`src/include/tile_net_macros.svh`:
```
// Tile network sizing
`ifndef TILE_NET_MACROS_SVH
`define TILE_NET_MACROS_SVH

// Endpoint payload width in bits
`define TN_PAYLOAD_W 32

// Column coordinate width in bits
`define TN_X_W 4

// Entries in each router input buffer
`define TN_FIFO_DEPTH 2

`endif
```
`src/source/tile_pkg.sv`:
```
// Endpoint types
`include "tile_net_macros.svh"

package tile_pkg;

   // Request payload as seen by an endpoint, without the network header
   typedef logic [`TN_PAYLOAD_W-1:0] payload_t;

endpackage : tile_pkg

```
`src/source/noc_pkg.sv`:
```
// Mesh network types
`include "tile_net_macros.svh"

package noc_pkg;

   // Column coordinate of a router node
   typedef logic [`TN_X_W-1:0] x_cord_t;

   // Payload sits above the destination column
   typedef logic [`TN_PAYLOAD_W+`TN_X_W-1:0] flit_t;

   // Router side, also used as an index and as the last-grant state
   typedef enum logic [1:0]
   {
      e_dir_w = 2'd0,
      e_dir_e = 2'd1,
      e_dir_p = 2'd2
   } dir_e;

endpackage : noc_pkg

```
`src/source/tile_net_top.sv`:
```
// Two node tile request network
`timescale 1ns/100ps
`include "tile_net_macros.svh"

module tile_net_top
   import noc_pkg::*;
   import tile_pkg::*;
  (input              clk_i
   , input            rst_i

   , input x_cord_t   my_x_i

   , input payload_t  inj_payload_0_i
   , input x_cord_t   inj_dst_0_i
   , input            inj_v_0_i
   , output           inj_ready_0_o

   , input payload_t  inj_payload_1_i
   , input x_cord_t   inj_dst_1_i
   , input            inj_v_1_i
   , output           inj_ready_1_o

   , output payload_t dlv_payload_0_o
   , output           dlv_v_0_o
   , input            dlv_ready_0_i

   , output payload_t dlv_payload_1_o
   , output           dlv_v_1_o
   , input            dlv_ready_1_i

   , input flit_t     west_flit_i
   , input            west_v_i
   , output           west_ready_o
   , output flit_t    west_flit_o
   , output           west_v_o
   , input            west_ready_i

   , input flit_t     east_flit_i
   , input            east_v_i
   , output           east_ready_o
   , output flit_t    east_flit_o
   , output           east_v_o
   , input            east_ready_i
  );

   x_cord_t node1_x;
   flit_t   inj_flit_0, inj_flit_1;
   flit_t   dlv_flit_0, dlv_flit_1;

   // Node 0 east to node 1 west
   flit_t   n0_e_flit;
   logic    n0_e_v, n0_e_ready;

   // Node 1 west to node 0 east
   flit_t   n1_w_flit;
   logic    n1_w_v, n1_w_ready;

   assign node1_x = my_x_i + 1'b1;

   // Header is the destination column
   assign inj_flit_0 = {inj_payload_0_i, inj_dst_0_i};
   assign inj_flit_1 = {inj_payload_1_i, inj_dst_1_i};

   assign dlv_payload_0_o = dlv_flit_0[`TN_X_W +: `TN_PAYLOAD_W];
   assign dlv_payload_1_o = dlv_flit_1[`TN_X_W +: `TN_PAYLOAD_W];

   mesh_router node0
     (.clk_i(clk_i)
      ,.rst_i(rst_i)
      ,.my_x_i(my_x_i)
      ,.in_flit_w_i(west_flit_i)
      ,.in_v_w_i(west_v_i)
      ,.in_ready_w_o(west_ready_o)
      ,.out_flit_w_o(west_flit_o)
      ,.out_v_w_o(west_v_o)
      ,.out_ready_w_i(west_ready_i)
      ,.in_flit_e_i(n1_w_flit)
      ,.in_v_e_i(n1_w_v)
      ,.in_ready_e_o(n1_w_ready)
      ,.out_flit_e_o(n0_e_flit)
      ,.out_v_e_o(n0_e_v)
      ,.out_ready_e_i(n0_e_ready)
      ,.in_flit_p_i(inj_flit_0)
      ,.in_v_p_i(inj_v_0_i)
      ,.in_ready_p_o(inj_ready_0_o)
      ,.out_flit_p_o(dlv_flit_0)
      ,.out_v_p_o(dlv_v_0_o)
      ,.out_ready_p_i(dlv_ready_0_i)
      );

   mesh_router node1
     (.clk_i(clk_i)
      ,.rst_i(rst_i)
      ,.my_x_i(node1_x)
      ,.in_flit_w_i(n0_e_flit)
      ,.in_v_w_i(n0_e_v)
      ,.in_ready_w_o(n0_e_ready)
      ,.out_flit_w_o(n1_w_flit)
      ,.out_v_w_o(n1_w_v)
      ,.out_ready_w_i(n1_w_ready)
      ,.in_flit_e_i(east_flit_i)
      ,.in_v_e_i(east_v_i)
      ,.in_ready_e_o(east_ready_o)
      ,.out_flit_e_o(east_flit_o)
      ,.out_v_e_o(east_v_o)
      ,.out_ready_e_i(east_ready_i)
      ,.in_flit_p_i(inj_flit_1)
      ,.in_v_p_i(inj_v_1_i)
      ,.in_ready_p_o(inj_ready_1_o)
      ,.out_flit_p_o(dlv_flit_1)
      ,.out_v_p_o(dlv_v_1_o)
      ,.out_ready_p_i(dlv_ready_1_i)
      );

endmodule : tile_net_top

```
`src/source/mesh_router.sv`:
```
// Single row router node
`timescale 1ns/100ps
`include "tile_net_macros.svh"

module mesh_router
   import noc_pkg::*;
  (input             clk_i
   , input           rst_i

   , input x_cord_t  my_x_i

   , input flit_t    in_flit_w_i
   , input           in_v_w_i
   , output          in_ready_w_o
   , output flit_t   out_flit_w_o
   , output          out_v_w_o
   , input           out_ready_w_i

   , input flit_t    in_flit_e_i
   , input           in_v_e_i
   , output          in_ready_e_o
   , output flit_t   out_flit_e_o
   , output          out_v_e_o
   , input           out_ready_e_i

   , input flit_t    in_flit_p_i
   , input           in_v_p_i
   , output          in_ready_p_o
   , output flit_t   out_flit_p_o
   , output          out_v_p_o
   , input           out_ready_p_i
  );

   flit_t head_w, head_e, head_p;
   logic  head_v_w, head_v_e, head_v_p;
   logic  pop_w, pop_e, pop_p;
   dir_e  sel_w, sel_e, sel_p;

   function automatic flit_t pick_head(input dir_e sel, input flit_t hw, input flit_t he,
                                       input flit_t hp);
      case (sel)
         e_dir_w: return hw;
         e_dir_e: return he;
         default: return hp;
      endcase
   endfunction

   flit_fifo fifo_w
     (.clk_i(clk_i)
      ,.rst_i(rst_i)
      ,.in_flit_i(in_flit_w_i)
      ,.in_v_i(in_v_w_i)
      ,.in_ready_o(in_ready_w_o)
      ,.out_flit_o(head_w)
      ,.out_v_o(head_v_w)
      ,.out_ready_i(pop_w)
      );

   flit_fifo fifo_e
     (.clk_i(clk_i)
      ,.rst_i(rst_i)
      ,.in_flit_i(in_flit_e_i)
      ,.in_v_i(in_v_e_i)
      ,.in_ready_o(in_ready_e_o)
      ,.out_flit_o(head_e)
      ,.out_v_o(head_v_e)
      ,.out_ready_i(pop_e)
      );

   flit_fifo fifo_p
     (.clk_i(clk_i)
      ,.rst_i(rst_i)
      ,.in_flit_i(in_flit_p_i)
      ,.in_v_i(in_v_p_i)
      ,.in_ready_o(in_ready_p_o)
      ,.out_flit_o(head_p)
      ,.out_v_o(head_v_p)
      ,.out_ready_i(pop_p)
      );

   // Destination column is the low field of each head flit
   route_ctrl ctrl
     (.clk_i(clk_i)
      ,.rst_i(rst_i)
      ,.my_x_i(my_x_i)
      ,.head_dst_w_i(head_w[`TN_X_W-1:0])
      ,.head_dst_e_i(head_e[`TN_X_W-1:0])
      ,.head_dst_p_i(head_p[`TN_X_W-1:0])
      ,.head_v_w_i(head_v_w)
      ,.head_v_e_i(head_v_e)
      ,.head_v_p_i(head_v_p)
      ,.out_ready_w_i(out_ready_w_i)
      ,.out_ready_e_i(out_ready_e_i)
      ,.out_ready_p_i(out_ready_p_i)
      ,.sel_w_o(sel_w)
      ,.sel_e_o(sel_e)
      ,.sel_p_o(sel_p)
      ,.out_v_w_o(out_v_w_o)
      ,.out_v_e_o(out_v_e_o)
      ,.out_v_p_o(out_v_p_o)
      ,.pop_w_o(pop_w)
      ,.pop_e_o(pop_e)
      ,.pop_p_o(pop_p)
      );

   assign out_flit_w_o = pick_head(sel_w, head_w, head_e, head_p);
   assign out_flit_e_o = pick_head(sel_e, head_w, head_e, head_p);
   assign out_flit_p_o = pick_head(sel_p, head_w, head_e, head_p);

endmodule : mesh_router

```
`src/source/route_ctrl.sv`:
```
// Router route and arbitration control
`timescale 1ns/100ps

module route_ctrl
   import noc_pkg::*;
  (input             clk_i
   , input           rst_i

   , input x_cord_t  my_x_i

   , input x_cord_t  head_dst_w_i
   , input x_cord_t  head_dst_e_i
   , input x_cord_t  head_dst_p_i

   , input           head_v_w_i
   , input           head_v_e_i
   , input           head_v_p_i

   , input           out_ready_w_i
   , input           out_ready_e_i
   , input           out_ready_p_i

   , output dir_e    sel_w_o
   , output dir_e    sel_e_o
   , output dir_e    sel_p_o

   , output          out_v_w_o
   , output          out_v_e_o
   , output          out_v_p_o

   , output          pop_w_o
   , output          pop_e_o
   , output          pop_p_o
  );

   x_cord_t    head_dst [3];
   logic [2:0] head_v;
   logic [2:0] out_ready;
   dir_e       want [3];
   logic [2:0] req [3];
   dir_e       sel [3];
   logic [2:0] out_v;
   logic [2:0] xfer;
   logic [2:0] pop;

   // Grant state per output
   dir_e       last_q [3];
   dir_e       hold_sel_q [3];
   logic [2:0] hold_q;

   function automatic dir_e route_dir(input x_cord_t dst, input x_cord_t here);
      if (dst == here)
         return e_dir_p;
      else if (dst < here)
         return e_dir_w;
      return e_dir_e;
   endfunction

   // First requester after the last grant, in w e p order
   function automatic dir_e rr_pick(input logic [2:0] r, input dir_e last);
      dir_e pick;
      logic found;
      int   cand;
      pick  = e_dir_p;
      found = 1'b0;
      for (int k = 1; k <= 3; k++)
      begin
         cand = (int'(last) + k) % 3;
         if (!found && r[cand])
         begin
            pick  = dir_e'(cand);
            found = 1'b1;
         end
      end
      return pick;
   endfunction

   assign head_dst[e_dir_w] = head_dst_w_i;
   assign head_dst[e_dir_e] = head_dst_e_i;
   assign head_dst[e_dir_p] = head_dst_p_i;
   assign head_v    = {head_v_p_i, head_v_e_i, head_v_w_i};
   assign out_ready = {out_ready_p_i, out_ready_e_i, out_ready_w_i};

   always_comb
   begin
      for (int i = 0; i < 3; i++)
         want[i] = route_dir(head_dst[i], my_x_i);
      for (int o = 0; o < 3; o++)
      begin
         for (int i = 0; i < 3; i++)
            req[o][i] = head_v[i] && (want[i] == dir_e'(o));
         // A stalled output keeps its winner until the transfer
         sel[o]   = hold_q[o] ? hold_sel_q[o] : rr_pick(req[o], last_q[o]);
         out_v[o] = |req[o];
         xfer[o]  = out_v[o] & out_ready[o];
      end
      for (int i = 0; i < 3; i++)
         pop[i] = head_v[i] && xfer[want[i]] && (sel[want[i]] == dir_e'(i));
   end

   always_ff @(posedge clk_i)
   begin
      if (rst_i)
      begin
         hold_q <= '0;
         for (int o = 0; o < 3; o++)
         begin
            last_q[o]     <= e_dir_p;
            hold_sel_q[o] <= e_dir_p;
         end
      end
      else
      begin
         for (int o = 0; o < 3; o++)
         begin
            if (xfer[o])
            begin
               last_q[o] <= sel[o];
               hold_q[o] <= 1'b0;
            end
            else if (out_v[o])
            begin
               hold_q[o]     <= 1'b1;
               hold_sel_q[o] <= sel[o];
            end
         end
      end
   end

   assign sel_w_o = sel[e_dir_w];
   assign sel_e_o = sel[e_dir_e];
   assign sel_p_o = sel[e_dir_p];

   assign out_v_w_o = out_v[e_dir_w];
   assign out_v_e_o = out_v[e_dir_e];
   assign out_v_p_o = out_v[e_dir_p];

   assign pop_w_o = pop[e_dir_w];
   assign pop_e_o = pop[e_dir_e];
   assign pop_p_o = pop[e_dir_p];

endmodule : route_ctrl

```
`src/source/flit_fifo.sv`:
```
// Router input buffer
`timescale 1ns/100ps
`include "tile_net_macros.svh"

module flit_fifo
   import noc_pkg::*;
  (input           clk_i
   , input         rst_i

   , input flit_t  in_flit_i
   , input         in_v_i
   , output        in_ready_o

   , output flit_t out_flit_o
   , output        out_v_o
   , input         out_ready_i
  );

   localparam int depth_lp = `TN_FIFO_DEPTH;
   localparam int ptr_w_lp = (depth_lp > 1) ? $clog2(depth_lp) : 1;
   localparam int cnt_w_lp = $clog2(depth_lp + 1);

   flit_t               mem_q [depth_lp];
   logic [ptr_w_lp-1:0] wr_ptr_q;
   logic [ptr_w_lp-1:0] rd_ptr_q;
   logic [cnt_w_lp-1:0] count_q;
   logic                wr_en;
   logic                rd_en;

   function automatic logic [ptr_w_lp-1:0] next_ptr(input logic [ptr_w_lp-1:0] ptr);
      if (ptr == ptr_w_lp'(depth_lp - 1))
         return '0;
      return ptr + 1'b1;
   endfunction

   // Ready only looks at the registered count
   assign in_ready_o = (count_q != cnt_w_lp'(depth_lp));
   assign out_v_o    = (count_q != '0);
   assign out_flit_o = mem_q[rd_ptr_q];

   assign wr_en = in_v_i & in_ready_o;
   assign rd_en = out_v_o & out_ready_i;

   always_ff @(posedge clk_i)
   begin
      if (rst_i)
      begin
         wr_ptr_q <= '0;
         rd_ptr_q <= '0;
         count_q  <= '0;
      end
      else
      begin
         if (wr_en)
            wr_ptr_q <= next_ptr(wr_ptr_q);
         if (rd_en)
            rd_ptr_q <= next_ptr(rd_ptr_q);
         if (wr_en != rd_en)
            count_q <= wr_en ? count_q + 1'b1 : count_q - 1'b1;
      end
   end

   always_ff @(posedge clk_i)
   begin
      if (wr_en)
         mem_q[wr_ptr_q] <= in_flit_i;
   end

endmodule : flit_fifo

```
`config.mk`:
```
export PLATFORM = sky130hd
export DESIGN_NAME = tile_net_top
export DESIGN_NICKNAME = d
export VERILOG_FILES = /design/src/source/tile_pkg.sv /design/src/source/noc_pkg.sv /design/src/source/tile_net_top.sv /design/src/source/mesh_router.sv /design/src/source/route_ctrl.sv /design/src/source/flit_fifo.sv
export VERILOG_INCLUDE_DIRS = /design/src /design/src/include
export SDC_FILE = /design/constraint.sdc
export NUM_CORES = 1
export LEC_CHECK = 0
export ABC_AREA = 1
export BUFFER_PORTS_ARGS = -buffer_cell sky130_fd_sc_hd__buf_4
export CAP_MARGIN = 20
export CELL_PAD_IN_SITES_DETAIL_PLACEMENT = 2
export CELL_PAD_IN_SITES_GLOBAL_PLACEMENT = 2
export CORE_MARGIN = 2
export CORE_UTILIZATION = 37
export CTS_CLUSTER_SIZE = 10
export DETAILED_ROUTE_END_ITERATION = 12
export PLACE_DENSITY = 0.86
export SYNTH_ARGS = -nofsm -noshare
export SYNTH_HDL_FRONTEND = slang
export SYNTH_SLANG_ARGS = --single-unit
export TNS_END_PERCENT = 30
```
`constraint.sdc`:
```
create_clock -name clk_i -period 5.1 [get_ports clk_i]
set_clock_uncertainty 0.05 [all_clocks]
set_input_delay 0.765 -clock clk_i [delete_from_list [all_inputs] [get_ports clk_i]]
set_output_delay 0.765 -clock clk_i [all_outputs]
set_load 0.02 [all_outputs]
```
# == Yosys cells after proc, flatten, opt, wreduce, memory -nomap -nowiden ==
# Memories as Yosys holds them, arrays and structs flattened. A register that Yosys moved wholly into a read port is not among the register bits.
# Cells that the tools add are included.
# classes
add_sub_neg,43
n_mul,0
div_mod_pow,18
magnitude_cmp,36
n_eq_ne,40
n_shift,0
mux,300
n_bitwise,34
reduce_logical,86
# ops
cell,n
32-bit by 4-bit less-than comparator with 1-bit output (second input constant),18
32-bit by 3-bit modulo with 32-bit output (second input constant),18
36-bit one-hot mux with 2 select lines,6
1-bit 2-to-1 mux,192
2-bit 2-to-1 mux,72
1-bit binary-select mux with 2-bit select,24
1-bit logical AND,42
2-bit by 2-bit adder with 3-bit output (second input constant),12
2-bit by 1-bit == test with 1-bit output (second input constant),14
2-bit zero test,14
2-bit binary-select mux with 2-bit select,6
4-bit == test,6
4-bit less-than comparator,6
2-bit by 1-bit adder with 3-bit output (second input constant),6
3-bit >= comparator (second input constant),6
2-bit by 3-bit less-than comparator with 1-bit output (second input constant),6
2-bit NOT with 3-bit output,6
3-bit OR reduction,6
1-bit bitwise AND,16
2-bit == test (second input constant),8
1-bit adder (second input constant),12
2-bit by 1-bit adder with 2-bit output (second input constant),6
1-bit zero test,12
2-bit != test (second input constant),6
other kinds (6),37
# totals
register_bits,30
latchBits,0
ramBits,456
mem_bits_ro,0
wordCells,591
memories,10
# mem_list
memory,words,width,read_ports,rd_clocked_by_memory_dff,write_ports,line_no,source
node0.fifo_e.mem_q,2,36,1,1,1,flit_fifo.sv:23,flit_t mem_q [depth_lp];
node0.fifo_p.mem_q,2,36,1,1,1,flit_fifo.sv:23,
node0.fifo_w.mem_q,2,36,1,1,1,flit_fifo.sv:23,
node1.fifo_e.mem_q,2,36,1,1,1,flit_fifo.sv:23,
node1.fifo_p.mem_q,2,36,1,1,1,flit_fifo.sv:23,
node1.fifo_w.mem_q,2,36,1,1,1,flit_fifo.sv:23,
4 more memories,n/a,n/a,n/a,n/a,n/a,n/a,

# == Depth between registers and ports, before layout ==
# Gate-level depths: netlist (run 1).
# depth
ltp_word,29
ltp_mapped,28
mapped_depth_nobuf,28

# == Modules after synthesis ==
# From an unflattened synthesis (run 1), not the netlist that was laid out.
# unflattened
cells_unflattened,2478
area_unflattened_um2,26375.3
# modules_own_cells
mod,n_inst,cells_each,area_per_inst_um2
flit_fifo,6,152,2989.1
mesh_router,2,480,2289.7
route_ctrl,2,299,1906.8
tile_net_top,1,8,47.5

# == Worst setup path before layout (run 1) ==
# No wires, ideal clock.
# synth_timing
path_type,in2reg
start,input my_x_i[0]
end,"memory node0.fifo_e.mem_q[1][0] in the netlist's numbering, enable pin"
t_arrival_ns,3.838
required_ns,4.619
path_slack_ns,0.781
path_stages,10
path_buffers,0
path_cell_list,ha_1 > inv_1 > ha_1 > nand2_1 > inv_1 > nand4_1 > nand4_1 > nand3_1 > nand2_1 > nor2_1
# synth_between
elab_chain_len,11
# synth_rtl
element,line_no,source
start: declaration,tile_net_top.sv:11,", input x_cord_t my_x_i"
4-bit by 1-bit adder with 4-bit output (*),tile_net_top.sv:58,assign node1_x = my_x_i + 1'b1;
4-bit less-than comparator,route_ctrl.sv:54,else if (dst < here)
1-bit 2-to-1 mux,route_ctrl.sv:54,
1-bit 2-to-1 mux,route_ctrl.sv:52,if (dst == here)
2-bit 2-to-1 mux,route_ctrl.sv:56,return e_dir_e;
2-bit zero test,route_ctrl.sv:91,req[o][i] = head_v[i] && (want[i] == dir_e'(o));
1-bit logical AND,route_ctrl.sv:91,
3-bit OR reduction (*),route_ctrl.sv:94,out_v[o] = |req[o];
1-bit bitwise AND (*),flit_fifo.sv:41,assign wr_en = in_v_i & in_ready_o;
1-bit 2-to-1 mux (*),flit_fifo.sv:65,if (wr_en)
1-bit 2-to-1 mux (not written as such) (*),flit_fifo.sv:66,mem_q[wr_ptr_q] <= in_flit_i;
end: declaration,flit_fifo.sv:23,
# Every way passes the cells marked *; elsewhere a longest branch is shown, timed or not.

==> results of run 1 <==
==> cell type report <==
| cell class | instances | share of cell area |
|---|---|---|
| clock buffer | 83 | 0.0522 |
| inverter | 149 | 0.0186 |
| multi-input combinational | 1831 | 0.309 |
| tap | 864 | 0.0360 |
| clock inverter | 10 | 0.00388 |
| sequential | 492 | 0.481 |
| timing repair buffer | 363 | 0.0987 |
| antenna | 5 | 0.000417 |
==> cells in the mapped netlist, types with 5 or more instances <==
| cell | count |
|---|---|
| sky130_fd_sc_hd__inv_1 | 139 |
| sky130_fd_sc_hd__o21bai_1 | 7 |
| sky130_fd_sc_hd__o21ai_0 | 21 |
| sky130_fd_sc_hd__nand2_1 | 1129 |
| sky130_fd_sc_hd__nand3_1 | 280 |
| sky130_fd_sc_hd__buf_2 | 30 |
| sky130_fd_sc_hd__a31oi_1 | 9 |
| sky130_fd_sc_hd__nor3_1 | 5 |
| sky130_fd_sc_hd__xnor2_1 | 5 |
| sky130_fd_sc_hd__inv_2 | 8 |
| sky130_fd_sc_hd__dfxtp_1 | 36 |
| sky130_fd_sc_hd__nor2_4 | 7 |
| sky130_fd_sc_hd__nor2_2 | 12 |
| sky130_fd_sc_hd__a21oi_1 | 30 |
| sky130_fd_sc_hd__o211ai_1 | 7 |
| sky130_fd_sc_hd__nor2_1 | 75 |
| sky130_fd_sc_hd__nand3_2 | 5 |
| sky130_fd_sc_hd__nand2_2 | 26 |
| sky130_fd_sc_hd__mux2_2 | 105 |
| sky130_fd_sc_hd__xor2_1 | 12 |
| sky130_fd_sc_hd__ha_1 | 34 |
| sky130_fd_sc_hd__nand4_1 | 27 |
| sky130_fd_sc_hd__clkbuf_1 | 57 |
| sky130_fd_sc_hd__edfxtp_1 | 456 |
==> final timing paths <==
| path | from | to | slack (ns) | depth (start not counted) |
|---|---|---|---|---|
| worst max-delay path | flop | west_flit_o[3] | 0.06 | 21 |
| worst min-delay path | east_flit_i[12] | node1.fifo_e.mem_q[1][12] | 0.25 | 1 |
| worst min register to register | node0.fifo_w.rd_ptr_q | node0.fifo_w.rd_ptr_q | 0.44 | 2 |
| worst max register to register | flop | node1.fifo_w.mem_q[0][25] | 0.74 | 18 |
==> flip-flops by register name, summed over array words and instances (netlist names), 72 cells and up, named ones only <==
name / count
node0.fifo_w.mem_q: 72
node1.fifo_e.mem_q: 72
node0.fifo_p.mem_q: 72
node1.fifo_w.mem_q: 72
node1.fifo_p.mem_q: 72
node0.fifo_e.mem_q: 72
==> kinds of logic (layout without fill, tap and decap cells) <==
kind of cell,after synthesis,in the layout,synth area share
and+or+nand+nor,1575,1576,0.270
DFF,492,492,0.591
buffers and inverters,245,605,0.0405
muxes,108,108,0.0497
AOI/OAI and AO/OA,96,96,0.0247
adders and majority gates,34,34,0.0175
xor gates and xnor gates,17,17,0.00611
other,0,5,0
==> critical path, delay by kind of cell, from the launching register on <==
kind                     cells  cell delay (ns)
AO/OA/AOI/OAI                3             0.58
adder cells (fa/ha/maj)      1             0.32
buffers and inverters        5             0.76
flip-flops                   1             0.41
multiplexers                 1             0.36
AND/OR/NAND/NOR             11             1.15
==> through the flow <==
step                      hold slack (ns)   util  TNS (ns)  instances
final                               0.248  0.458         0       3797
after global routing                0.230  0.458     -1.51       3797
after CTS                           0.224  0.454         0       3779
after detailed placement            0.426  0.425         0       3681
after global placement              0.405  0.424         0       3677
after floorplan                     0.397      -         0       2567
==> timing repair <==
| action | 4_1_cts | 5_1_grt |
|---|---|---|
| gates cloned | 1 | 3 |
| hold buffers | 0 | 0 |
| resized for setup | 29 | 41 |
| pin swaps | 3 | 11 |
| endpoints found under the setup margin | 136 | 136 |
| setup buffers | 4 | 11 |
==> metal layers <==
metal | vias to the layer above | wire [um] | GRT usage
li1 | 9290 | - | -
met1 | 10700 | 37200 | 0.313
met2 | 594 | 56500 | 0.563
met3 | 261 | 3230 | 0.0310
met4 | 0 | 5960 | 0.159
met5 | - | 0 | 0
==> summary.txt, run 1 <==
Number of instances in the synthesized netlist -> 2567
TritonCTS clock tree -> yes
Die area -> 67900 um^2
Floorplan die width -> 261 um
Number of endpoints failing setup at the final stage -> 0
Critical Path Sink Type -> output pin
Sink count of the clock tree -> 492
Antenna violations before repair -> 5
Clock Root Buffer -> sky130_fd_sc_hd__clkbuf_16
Signal arrival time at the worst endpoint -> 4.22 ns
Area used by multi-input combinational logic -> 9270 um^2
Final weighted congestion in routability-driven placement -> 0.887
DRC violation count after routing -> 0
Share of the cycle needed by the critical path after routing -> 0.987
Vias after detailed routing -> 20800
Total of flip-flops plus latches after synthesis -> 492
Setup slack at placement -> 0.248 ns
Worst path slowest cell -> sky130_fd_sc_hd__dfxtp_4
Detail-routed net length per standard cell -> 27.1 um
I/O pin count -> 302
Starting DRT DRC Count -> 1198
Via density per instance -> 5.49
Fillers -> 6966
CTS H-tree lvls -> 2
Hold Path Class -> input port to flop
Avg Synthesized Cell Area -> 9.50 um^2
CP Cell Sequence -> mux2_4, ha_1, inv_1, nor2_1, o21bai_1, nand2_1, nor2_2, nand2_1, nand2_2, nand2_2, o31ai_2, inv_1, nand4_1, nand2_1, o21ai_4, nor2_4, buf_4, clkbuf_16, nand2_1, nand3_1, buf_4
Synthesis-to-finish area growth -> 23.1%
Global-route usage over all layers -> 0.294
Category of the worst setup path launch point -> flop
Number of warning messages in the yosys log -> 0
Share of final-layout standard cells stronger than drive strength 1 -> 0.224
Proportion of synthesized chip area in sequential cells -> 0.591
Post-Layout Inst Area -> 30000 um^2
FF/Latch Area -> 14400 um^2
Latest clock arrival within the worst-skew pair -> 0.65 ns
Transition time at the pin with the least slew margin -> 0.964 ns
Rows -> 94
CTS buffer count -> 58
EDFF count, synth -> 456
Number of distinct library cell variants in the gate-level netlist after synthesis -> 46
Port Buf Inserts -> 301
Setup repair after global routing missed its margin -> yes
Async S/R FF share, synth -> 0
Crit path setup slack, layout -> 0.0643 ns
Final HPWL DP -> 72.8 mm
Number of global-route vias before repair -> 23300
Placed Instance Area -> 27900 um^2
Largest area contributor in the netlist -> sky130_fd_sc_hd__edfxtp_1
Most frequent standard cell in the layout excluding fill and tap cells -> sky130_fd_sc_hd__nand2_1
Endpoint required time on the critical path -> 4.28 ns
First-pass GRT wire length -> 147 mm
Worst-path fanout max -> 9
Most used cell, CP -> sky130_fd_sc_hd__nand2_1
Placeable core region -> 65500 um^2
Remaining Overflow, GRT -> 0
Shortest period the worst path allows -> 5.04 ns
Net count of the finished layout -> 3087
Initial core utilization -> 0.372
Number of violations of the max-capacitance limit -> 0
Commonest non-fill, non-tap cells in the layout -> sky130_fd_sc_hd__nand2_1 (1118), sky130_fd_sc_hd__edfxtp_1 (456), sky130_fd_sc_hd__buf_4 (346)
Overall die height -> 261 um
Post-synthesis instance area -> 24400 um^2
Detailed Route WL -> 103 mm
Maximum number of pins on one net before global-route repair -> 38
Fmax -> 199 MHz
Commonest register cell after synthesis -> sky130_fd_sc_hd__edfxtp_1
Synthesized net count -> 2759
Max-slew violation count -> 0
Hold violation count in the final report -> 0
Leading cell types by total area after synthesis -> sky130_fd_sc_hd__edfxtp_1 (56%), sky130_fd_sc_hd__nand2_1 (17%), sky130_fd_sc_hd__nand3_1 (5.7%), sky130_fd_sc_hd__mux2_2 (4.9%), sky130_fd_sc_hd__dfxtp_1 (3.0%)
Max Root-Sink Buffers -> 3
Slowest stage delay, CP -> 0.41 ns
Detailed-router iteration count before antenna repair -> 7
Type of the worst setup path -> flop to output pin
Clock transition at path regs -> 0.07 ns
Post-route antenna net violation count -> 0
Fraction of post-synthesis cell area in the top cell type by area -> 0.562
Result of the run -> finished, final reports clean
Tightest slew margin relative to the limit -> 0.356
Power of run 1 is not shown: default switching activity piles up to over one toggle a cycle in this logic, so the estimate is an artifact.
==> run 2, diff against run 1 <==
--- a/config.mk
+++ b/config.mk
@@ -9,13 +9,11 @@
 export ABC_AREA = 1
 export BUFFER_PORTS_ARGS = -buffer_cell sky130_fd_sc_hd__buf_4
 export CAP_MARGIN = 20
-export CELL_PAD_IN_SITES_DETAIL_PLACEMENT = 2
-export CELL_PAD_IN_SITES_GLOBAL_PLACEMENT = 2
 export CORE_MARGIN = 2
-export CORE_UTILIZATION = 37
+export CORE_UTILIZATION = 41
 export CTS_CLUSTER_SIZE = 10
 export DETAILED_ROUTE_END_ITERATION = 12
-export PLACE_DENSITY = 0.86
+export PLACE_DENSITY = 0.65
 export SYNTH_ARGS = -nofsm -noshare
 export SYNTH_HDL_FRONTEND = slang
 export SYNTH_SLANG_ARGS = --single-unit
==> run 2 against run 1 <==
Effect of this change: sequential share of layout area is 0.64 points higher; fmax grew 2.1%; first-iteration DRC count increased by 63%; count of clock-buffer cells in the layout shrank 5; die area down 9.6%; register-to-register slack gained 0.24 ns; hold slack improved by 0.047 ns; worst setup slack improved by 0.10 ns; sequential cell count stayed put; critical path type unchanged; largest cell class unchanged; highest routed layer is now met5.
==> summary.txt, run 2 (synthesized netlist as in run 1, its figures left out) <==
Result of the run -> finished, final reports clean (unchanged)
Via density per instance -> 5.35 (was 5.49)
Sink count of the clock tree -> 492 (unchanged)
Max-slew violation count -> 0 (unchanged)
Type of the worst setup path -> flop to output pin (unchanged)
Global-route usage over all layers -> 0.244 (was 0.294)
Category of the worst setup path launch point -> flop (unchanged)
Most used cell, CP -> sky130_fd_sc_hd__nand2_1 (unchanged)
Number of endpoints failing setup at the final stage -> 0 (unchanged)
Non-Filler Instances -> 3686 (was 3797)
Synthesis-to-finish area growth -> 21.4% (was 23.1%)
Post-cts hold buffer count -> 0 (unchanged)
Final weighted congestion in routability-driven placement -> 0.960 (was 0.887)
Shortest period the worst path allows -> 4.93 ns (was 5.04 ns)
Endpoint required time on the critical path -> 4.28 ns (about the same)
Signal arrival time at the worst endpoint -> 4.12 ns (was 4.22 ns)
Port Buf Inserts -> 301 (unchanged)
Post-Layout Inst Area -> 29600 um^2 (was 30000 um^2)
Number of violations of the max-capacitance limit -> 0 (unchanged)
DP Cell Count -> 3593 (was 3681)
Remaining Overflow, GRT -> 0 (unchanged)
Placeable core region -> 58900 um^2 (was 65500 um^2)
Initial core utilization -> 0.414 (was 0.372)
CTS H-tree lvls -> 2 (unchanged)
Latest clock arrival within the worst-skew pair -> 0.60 ns (was 0.65 ns)
First-pass GRT wire length -> 112 mm (was 147 mm)
Number of buffers and inverters on the critical path -> 4 (was 5)
Die area -> 61400 um^2 (was 67900 um^2)
Detailed Route WL -> 77.7 mm (was 103 mm)
Accumulated negative setup slack -> 0 ns (unchanged)
Detailed-router iteration count before antenna repair -> 7 (unchanged)
Tightest slew margin relative to the limit -> 0.447 (was 0.356)
Hold Path Class -> input port to flop (unchanged)
Placed Instance Area -> 27800 um^2 (was 27900 um^2)
CP Cell Sequence -> buf_12, nand2_1, nand2_1, ha_1, inv_1, nor2_1, nand4_1, o21ai_0, nand3_1, nor2_2, nand3_1, nand2_1, inv_1, nand2_2, nand2_2, nor2_4, nand2_1, nand3_1, buf_4 (was mux2_4, ha_1, inv_1, nor2_1, o21bai_1, nand2_1, nor2_2, nand2_1, nand2_2, nand2_2, o31ai_2, inv_1, nand4_1, nand2_1, o21ai_4, nor2_4, buf_4, clkbuf_16, nand2_1, nand3_1, buf_4)
Final HPWL DP -> 56.6 mm (was 72.8 mm)
Worst path slowest cell -> sky130_fd_sc_hd__nor2_4 (was sky130_fd_sc_hd__dfxtp_4)
Slowest stage delay, CP -> 0.57 ns (was 0.41 ns)
Worst path top cell family by delay -> simple AND/OR/NAND/NOR gates (unchanged)
Rows -> 89 (was 94)
Worst-path fanout max -> 33 (was 9)
Detail-routed net length per standard cell -> 21.1 um (was 27.1 um)
Vias after detailed routing -> 19700 (was 20800)
Number of global-route vias before repair -> 18900 (was 23300)
Cell depth of the worst hold path -> 1 (unchanged)
Setup repair after global routing missed its margin -> no (was yes)
Starting DRT DRC Count -> 1957 (was 1198)
DRC violation count after routing -> 0 (unchanged)
Share of final-layout standard cells stronger than drive strength 1 -> 0.214 (was 0.224)
TritonCTS clock tree -> yes (unchanged)
Fillers -> 5267 (was 6966)
Commonest non-fill, non-tap cells in the layout -> sky130_fd_sc_hd__nand2_1 (1127), sky130_fd_sc_hd__edfxtp_1 (456), sky130_fd_sc_hd__buf_4 (336) (was sky130_fd_sc_hd__nand2_1 (1118), sky130_fd_sc_hd__edfxtp_1 (456), sky130_fd_sc_hd__buf_4 (346))
Floorplan die width -> 248 um (was 261 um)
Overall die height -> 248 um (was 261 um)
Antenna violations before repair -> 3 (was 5)
Transition time at the pin with the least slew margin -> 0.827 ns (was 0.964 ns)
Clock transition at path regs -> 0.06 ns (was 0.07 ns)
Share of the cycle needed by the critical path after routing -> 0.967 (was 0.987)
Fmax -> 203 MHz (was 199 MHz)
Stages on worst setup path -> 19 (was 21)
Most frequent standard cell in the layout excluding fill and tap cells -> sky130_fd_sc_hd__nand2_1 (unchanged)
Setup slack, reg-to-reg -> 0.98 ns (was 0.74 ns)
Net count of the finished layout -> 3077 (was 3087)
Critical Path Sink Type -> output pin (unchanged)
Hold violation count in the final report -> 0 (unchanged)
Post-route antenna net violation count -> 0 (unchanged)
Depth of the most critical reg-to-reg path -> 26 (was 18)
CTS buffer count -> 57 (was 58)
Maximum number of pins on one net before global-route repair -> 38 (unchanged)
Clock Root Buffer -> sky130_fd_sc_hd__clkbuf_16 (unchanged)
I/O pin count -> 302 (unchanged)
Max Root-Sink Buffers -> 3 (unchanged)
run 2: cell types whose count changed in the layout (fill, tap and decap cells not counted), moves of 4 or more:
cell,previous run,this run
sky130_fd_sc_hd__dfxtp_4,6,1
sky130_fd_sc_hd__mux2_2,99,104
sky130_fd_sc_hd__nand2_2,34,28
sky130_fd_sc_hd__nand3_1,276,280
sky130_fd_sc_hd__dfxtp_2,0,5
sky130_fd_sc_hd__nand2_1,1118,1127
sky130_fd_sc_hd__nand3_2,9,5
sky130_fd_sc_hd__mux2_4,6,1
sky130_fd_sc_hd__buf_4,346,336
sky130_fd_sc_hd__clkbuf_1,23,19
run 2: final timing paths:
path	endpoint	startpoint
worst max register to register	node1.fifo_w.count_q[0]	flop
worst max-delay path	dlv_payload_1_o[5]	flop
worst min-delay path	node0.fifo_p.mem_q[1][20]	inj_payload_0_i[16]
worst min register to register	flop	node0.fifo_p.rd_ptr_q
run 2: metal layers:
layer,up-vias,part of all wire,global-route usage
met5,-,0.00017,0
met2,877,0.53,0.456
met4,2,0.033,0.0828
li1,9241,-,-
met1,9449,0.37,0.284
met3,168,0.066,0.0362
run 2: worst reg2reg max path: stages, from the launching register on:
cell,delay (ns)
sky130_fd_sc_hd__dfxtp_2,0.37
sky130_fd_sc_hd__buf_12,0.19
sky130_fd_sc_hd__nand2_1,0.09
sky130_fd_sc_hd__nand2_1,0.15
sky130_fd_sc_hd__ha_1,0.35
sky130_fd_sc_hd__inv_1,0.05
sky130_fd_sc_hd__nor2_1,0.19
sky130_fd_sc_hd__nand4_1,0.19
sky130_fd_sc_hd__o21ai_0,0.22
sky130_fd_sc_hd__nand3_1,0.12
sky130_fd_sc_hd__nor2_2,0.18
sky130_fd_sc_hd__nand3_1,0.10
sky130_fd_sc_hd__nand2_1,0.07
sky130_fd_sc_hd__inv_1,0.04
sky130_fd_sc_hd__nand2_2,0.06
sky130_fd_sc_hd__nand2_2,0.18
sky130_fd_sc_hd__nor2_4,0.58
sky130_fd_sc_hd__nand2_2,0.13
sky130_fd_sc_hd__nand2_1,0.11
sky130_fd_sc_hd__nand2_2,0.06
sky130_fd_sc_hd__nor2_4,0.14
sky130_fd_sc_hd__nand2_2,0.09
sky130_fd_sc_hd__nand2_2,0.08
sky130_fd_sc_hd__nand2_1,0.08
sky130_fd_sc_hd__nand2_1,0.06
sky130_fd_sc_hd__nand2_1,0.05
sky130_fd_sc_hd__nor2_1,0.10
run 2: area by class of cell:
| class | instances | area (um^2) | share of cell area |
|---|---|---|---|
| well taps | 773 | 967 | 0.0327 |
| multi-input cells | 1831 | 9130 | 0.309 |
| inverters | 149 | 559 | 0.0189 |
| clock inverters | 7 | 95.1 | 0.00321 |
| clock buffers | 78 | 1540 | 0.0519 |
| diodes | 2 | 5.00 | 0.000169 |
| flip-flops and latches | 492 | 14400 | 0.488 |
| repair buffers | 354 | 2870 | 0.0969 |
run 2: what timing repair did:
item,in CTS,in global routing
pin swaps,1,3
setup endpoints to repair,49,136
gates resized for setup,3,26
cloned,0,2
buffers inserted,2,2
run 2: through the flow:
stage / util / hold WS (ns) / setup slack [ns]
after floorplan: - / 0.397 / 0.781
after global placement: 0.469 / 0.405 / 0.554
after detailed placement: 0.472 / 0.414 / 0.434
after CTS: 0.500 / 0.259 / 0.00413
after global routing: 0.502 / 0.267 / 0.0139
final: 0.502 / 0.295 / 0.169
Power of run 2 is left out for the same reason.
==> run 3, diff against run 2 <==
--- a/config.mk
+++ b/config.mk
@@ -10,10 +10,10 @@
 export BUFFER_PORTS_ARGS = -buffer_cell sky130_fd_sc_hd__buf_4
 export CAP_MARGIN = 20
 export CORE_MARGIN = 2
-export CORE_UTILIZATION = 41
+export CORE_UTILIZATION = 59
 export CTS_CLUSTER_SIZE = 10
 export DETAILED_ROUTE_END_ITERATION = 12
-export PLACE_DENSITY = 0.65
+export PLACE_DENSITY = 0.86
 export SYNTH_ARGS = -nofsm -noshare
 export SYNTH_HDL_FRONTEND = slang
 export SYNTH_SLANG_ARGS = --single-unit
==> run 3 against run 2 <==
Effect of this change: global-route usage increased by 9.1 points; count of clock-buffer cells in the layout shrank 1; routed wire length decreased by 3.8%; core utilization up 21 points; non-clock buffer count is the same; critical path type unchanged; highest routed layer is now met4.
==> summary.txt, run 3 (synthesized netlist as in run 1, its figures left out) <==
Share of final-layout standard cells stronger than drive strength 1 -> 0.215 (was 0.214)
Synthesis-to-finish area growth -> 20.1% (was 21.4%)
Type of the worst setup path -> flop to output pin (unchanged)
Signal arrival time at the worst endpoint -> 4.13 ns (was 4.12 ns)
First-pass GRT wire length -> 111 mm (was 112 mm)
Max-slew violation count -> 0 (unchanged)
Clock Root Buffer -> sky130_fd_sc_hd__clkbuf_16 (unchanged)
Vias after detailed routing -> 20500 (was 19700)
Critical Path Sink Type -> output pin (unchanged)
Remaining Overflow, GRT -> 0 (unchanged)
I/O pin count -> 302 (unchanged)
Latest clock arrival within the worst-skew pair -> 0.61 ns (was 0.60 ns)
Clock transition at path regs -> 0.06 ns (about the same)
Detailed-router iteration count before antenna repair -> 6 (was 7)
Via density per instance -> 5.95 (was 5.35)
Starting DRT DRC Count -> 2284 (was 1957)
Initial core utilization -> 0.597 (was 0.414)
Port Buf Inserts -> 301 (unchanged)
Tightest slew margin relative to the limit -> 0.310 (was 0.447)
CP Cell Sequence -> mux2_2, ha_4, nand2_2, nor2_4, nand2_2, a21oi_1, o21ai_0, o31ai_2, nand3_1, o211ai_1, nand3_1, nand2_1, inv_1, nor2_2, buf_12, nand2_1, nand3_1, buf_4 (was buf_12, nand2_1, nand2_1, ha_1, inv_1, nor2_1, nand4_1, o21ai_0, nand3_1, nor2_2, nand3_1, nand2_1, inv_1, nand2_2, nand2_2, nor2_4, nand2_1, nand3_1, buf_4)
Floorplan die width -> 207 um (was 248 um)
Detailed Route WL -> 74.8 mm (was 77.7 mm)
Final weighted congestion in routability-driven placement -> 0.950 (was 0.960)
TritonCTS clock tree -> yes (unchanged)
Most used cell, CP -> sky130_fd_sc_hd__nand3_1 (was sky130_fd_sc_hd__nand2_1)
Final hold slack -> 0.281 ns (was 0.295 ns)
Global-route usage over all layers -> 0.335 (was 0.244)
Slowest stage delay, CP -> 0.41 ns (was 0.57 ns)
Final cell utilization of the core -> 0.717 (was 0.502)
Number of violations of the max-capacitance limit -> 0 (unchanged)
Net count of the finished layout -> 3075 (was 3077)
DRC violation count after routing -> 0 (unchanged)
Placeable core region -> 40800 um^2 (was 58900 um^2)
Transition time at the pin with the least slew margin -> 1.03 ns (was 0.827 ns)
Most frequent standard cell in the layout excluding fill and tap cells -> sky130_fd_sc_hd__nand2_1 (unchanged)
Die area -> 43000 um^2 (was 61400 um^2)
Result of the run -> finished, final reports clean (unchanged)
Detail-routed net length per standard cell -> 21.7 um (was 21.1 um)
Antenna violations before repair -> 2 (was 3)
Number of endpoints failing setup at the final stage -> 0 (unchanged)
Maximum number of pins on one net before global-route repair -> 38 (unchanged)
Setup slack at placement -> 0.316 ns (was 0.434 ns)
Commonest non-fill, non-tap cells in the layout -> sky130_fd_sc_hd__nand2_1 (1126), sky130_fd_sc_hd__edfxtp_1 (456), sky130_fd_sc_hd__buf_4 (337) (was sky130_fd_sc_hd__nand2_1 (1127), sky130_fd_sc_hd__edfxtp_1 (456), sky130_fd_sc_hd__buf_4 (336))
Share of the cycle needed by the critical path after routing -> 0.969 (was 0.967)
Max Root-Sink Buffers -> 3 (unchanged)
Sink count of the clock tree -> 492 (unchanged)
Fmax -> 202 MHz (was 203 MHz)
Hold Path Class -> input port to flop (unchanged)
Worst-path fanout max -> 32 (was 33)
CTS H-tree lvls -> 2 (unchanged)
Final HPWL DP -> 52.5 mm (was 56.6 mm)
Shortest period the worst path allows -> 4.94 ns (was 4.93 ns)
Crit path setup slack, layout -> 0.159 ns (was 0.169 ns)
Number of global-route vias before repair -> 19800 (was 18900)
Rows -> 74 (was 89)
Post-cts hold buffer count -> 0 (unchanged)
Overall die height -> 207 um (was 248 um)
Hold violation count in the final report -> 0 (unchanged)
Category of the worst setup path launch point -> flop (unchanged)
Endpoint required time on the critical path -> 4.28 ns (about the same)
Worst path slowest cell -> sky130_fd_sc_hd__mux2_2 (was sky130_fd_sc_hd__nor2_4)
CTS buffer count -> 56 (was 57)
Post-route antenna net violation count -> 0 (unchanged)
run 3: cell types whose count changed in the layout (fill, tap and decap cells not counted), moves of 3 or more:
cell,before,now
sky130_fd_sc_hd__buf_12,11,14
sky130_fd_sc_hd__nand3_1,280,276
sky130_fd_sc_hd__buf_6,4,0
sky130_fd_sc_hd__nand3_2,5,9
run 3: what timing repair did:
| action | in CTS | in global routing |
|---|---|---|
| gates resized for setup | 6 | 32 |
| endpoints found under the setup margin | 36 | 132 |
| pin swaps | 0 | 7 |
| cloned | 0 | 2 |
| buffers inserted | 0 | 8 |
run 3: worst paths after layout:
kind | startpoint | end | slack, ns | depth (start not counted)
worst max-delay path | flop | dlv_payload_0_o[23] | 0.16 | 18
worst min-delay path | west_flit_i[33] | node0.fifo_w.mem_q[1][33] | 0.28 | 1
worst max register to register | flop | node0.fifo_e.mem_q[1][5] | 0.93 | 21
worst min register to register | node0.fifo_w.rd_ptr_q | flop | 0.42 | 2
run 3: metal layers:
layer	track usage	wire length, um	vias to the layer above	part of all wire
met5	0	0	-	0
met4	0.209	4990	0	0.067
met3	0.0561	6180	302	0.083
met2	0.580	37400	1235	0.50
met1	0.390	26200	9694	0.35
li1	-	-	9240	-
run 3: metrics by stage:
stage	TNS, ns	cell area (um^2)	instances
floorplan	0	24400	2567
global placement	0	27300	3340
detailed placement	0	27300	3340
CTS	0	28900	3423
global route	-0.00605	29300	3442
finish	0	29300	3442
run 3: worst max-delay path: cells and delay by family, from the launching register on:
| family | cells | cell delay (ns) |
|---|---|---|
| mux | 1 | 0.41 |
| fa+ha+maj | 1 | 0.30 |
| flops | 1 | 0.40 |
| compound gates | 4 | 0.57 |
| simple gates | 9 | 1.28 |
| buf+inv | 3 | 0.53 |
run 3: final cells by class:
cell class | count | area (um^2)
flip-flops and latches | 492 | 14400
fillers | 2877 | 11600
multi-input cells | 1830 | 9170
repair buffers | 354 | 2880
clock buffers | 77 | 1500
well taps | 532 | 666
inverters | 149 | 559
clock inverters | 6 | 67.6
diodes | 2 | 5.00
Power of run 3 is left out for the same reason.
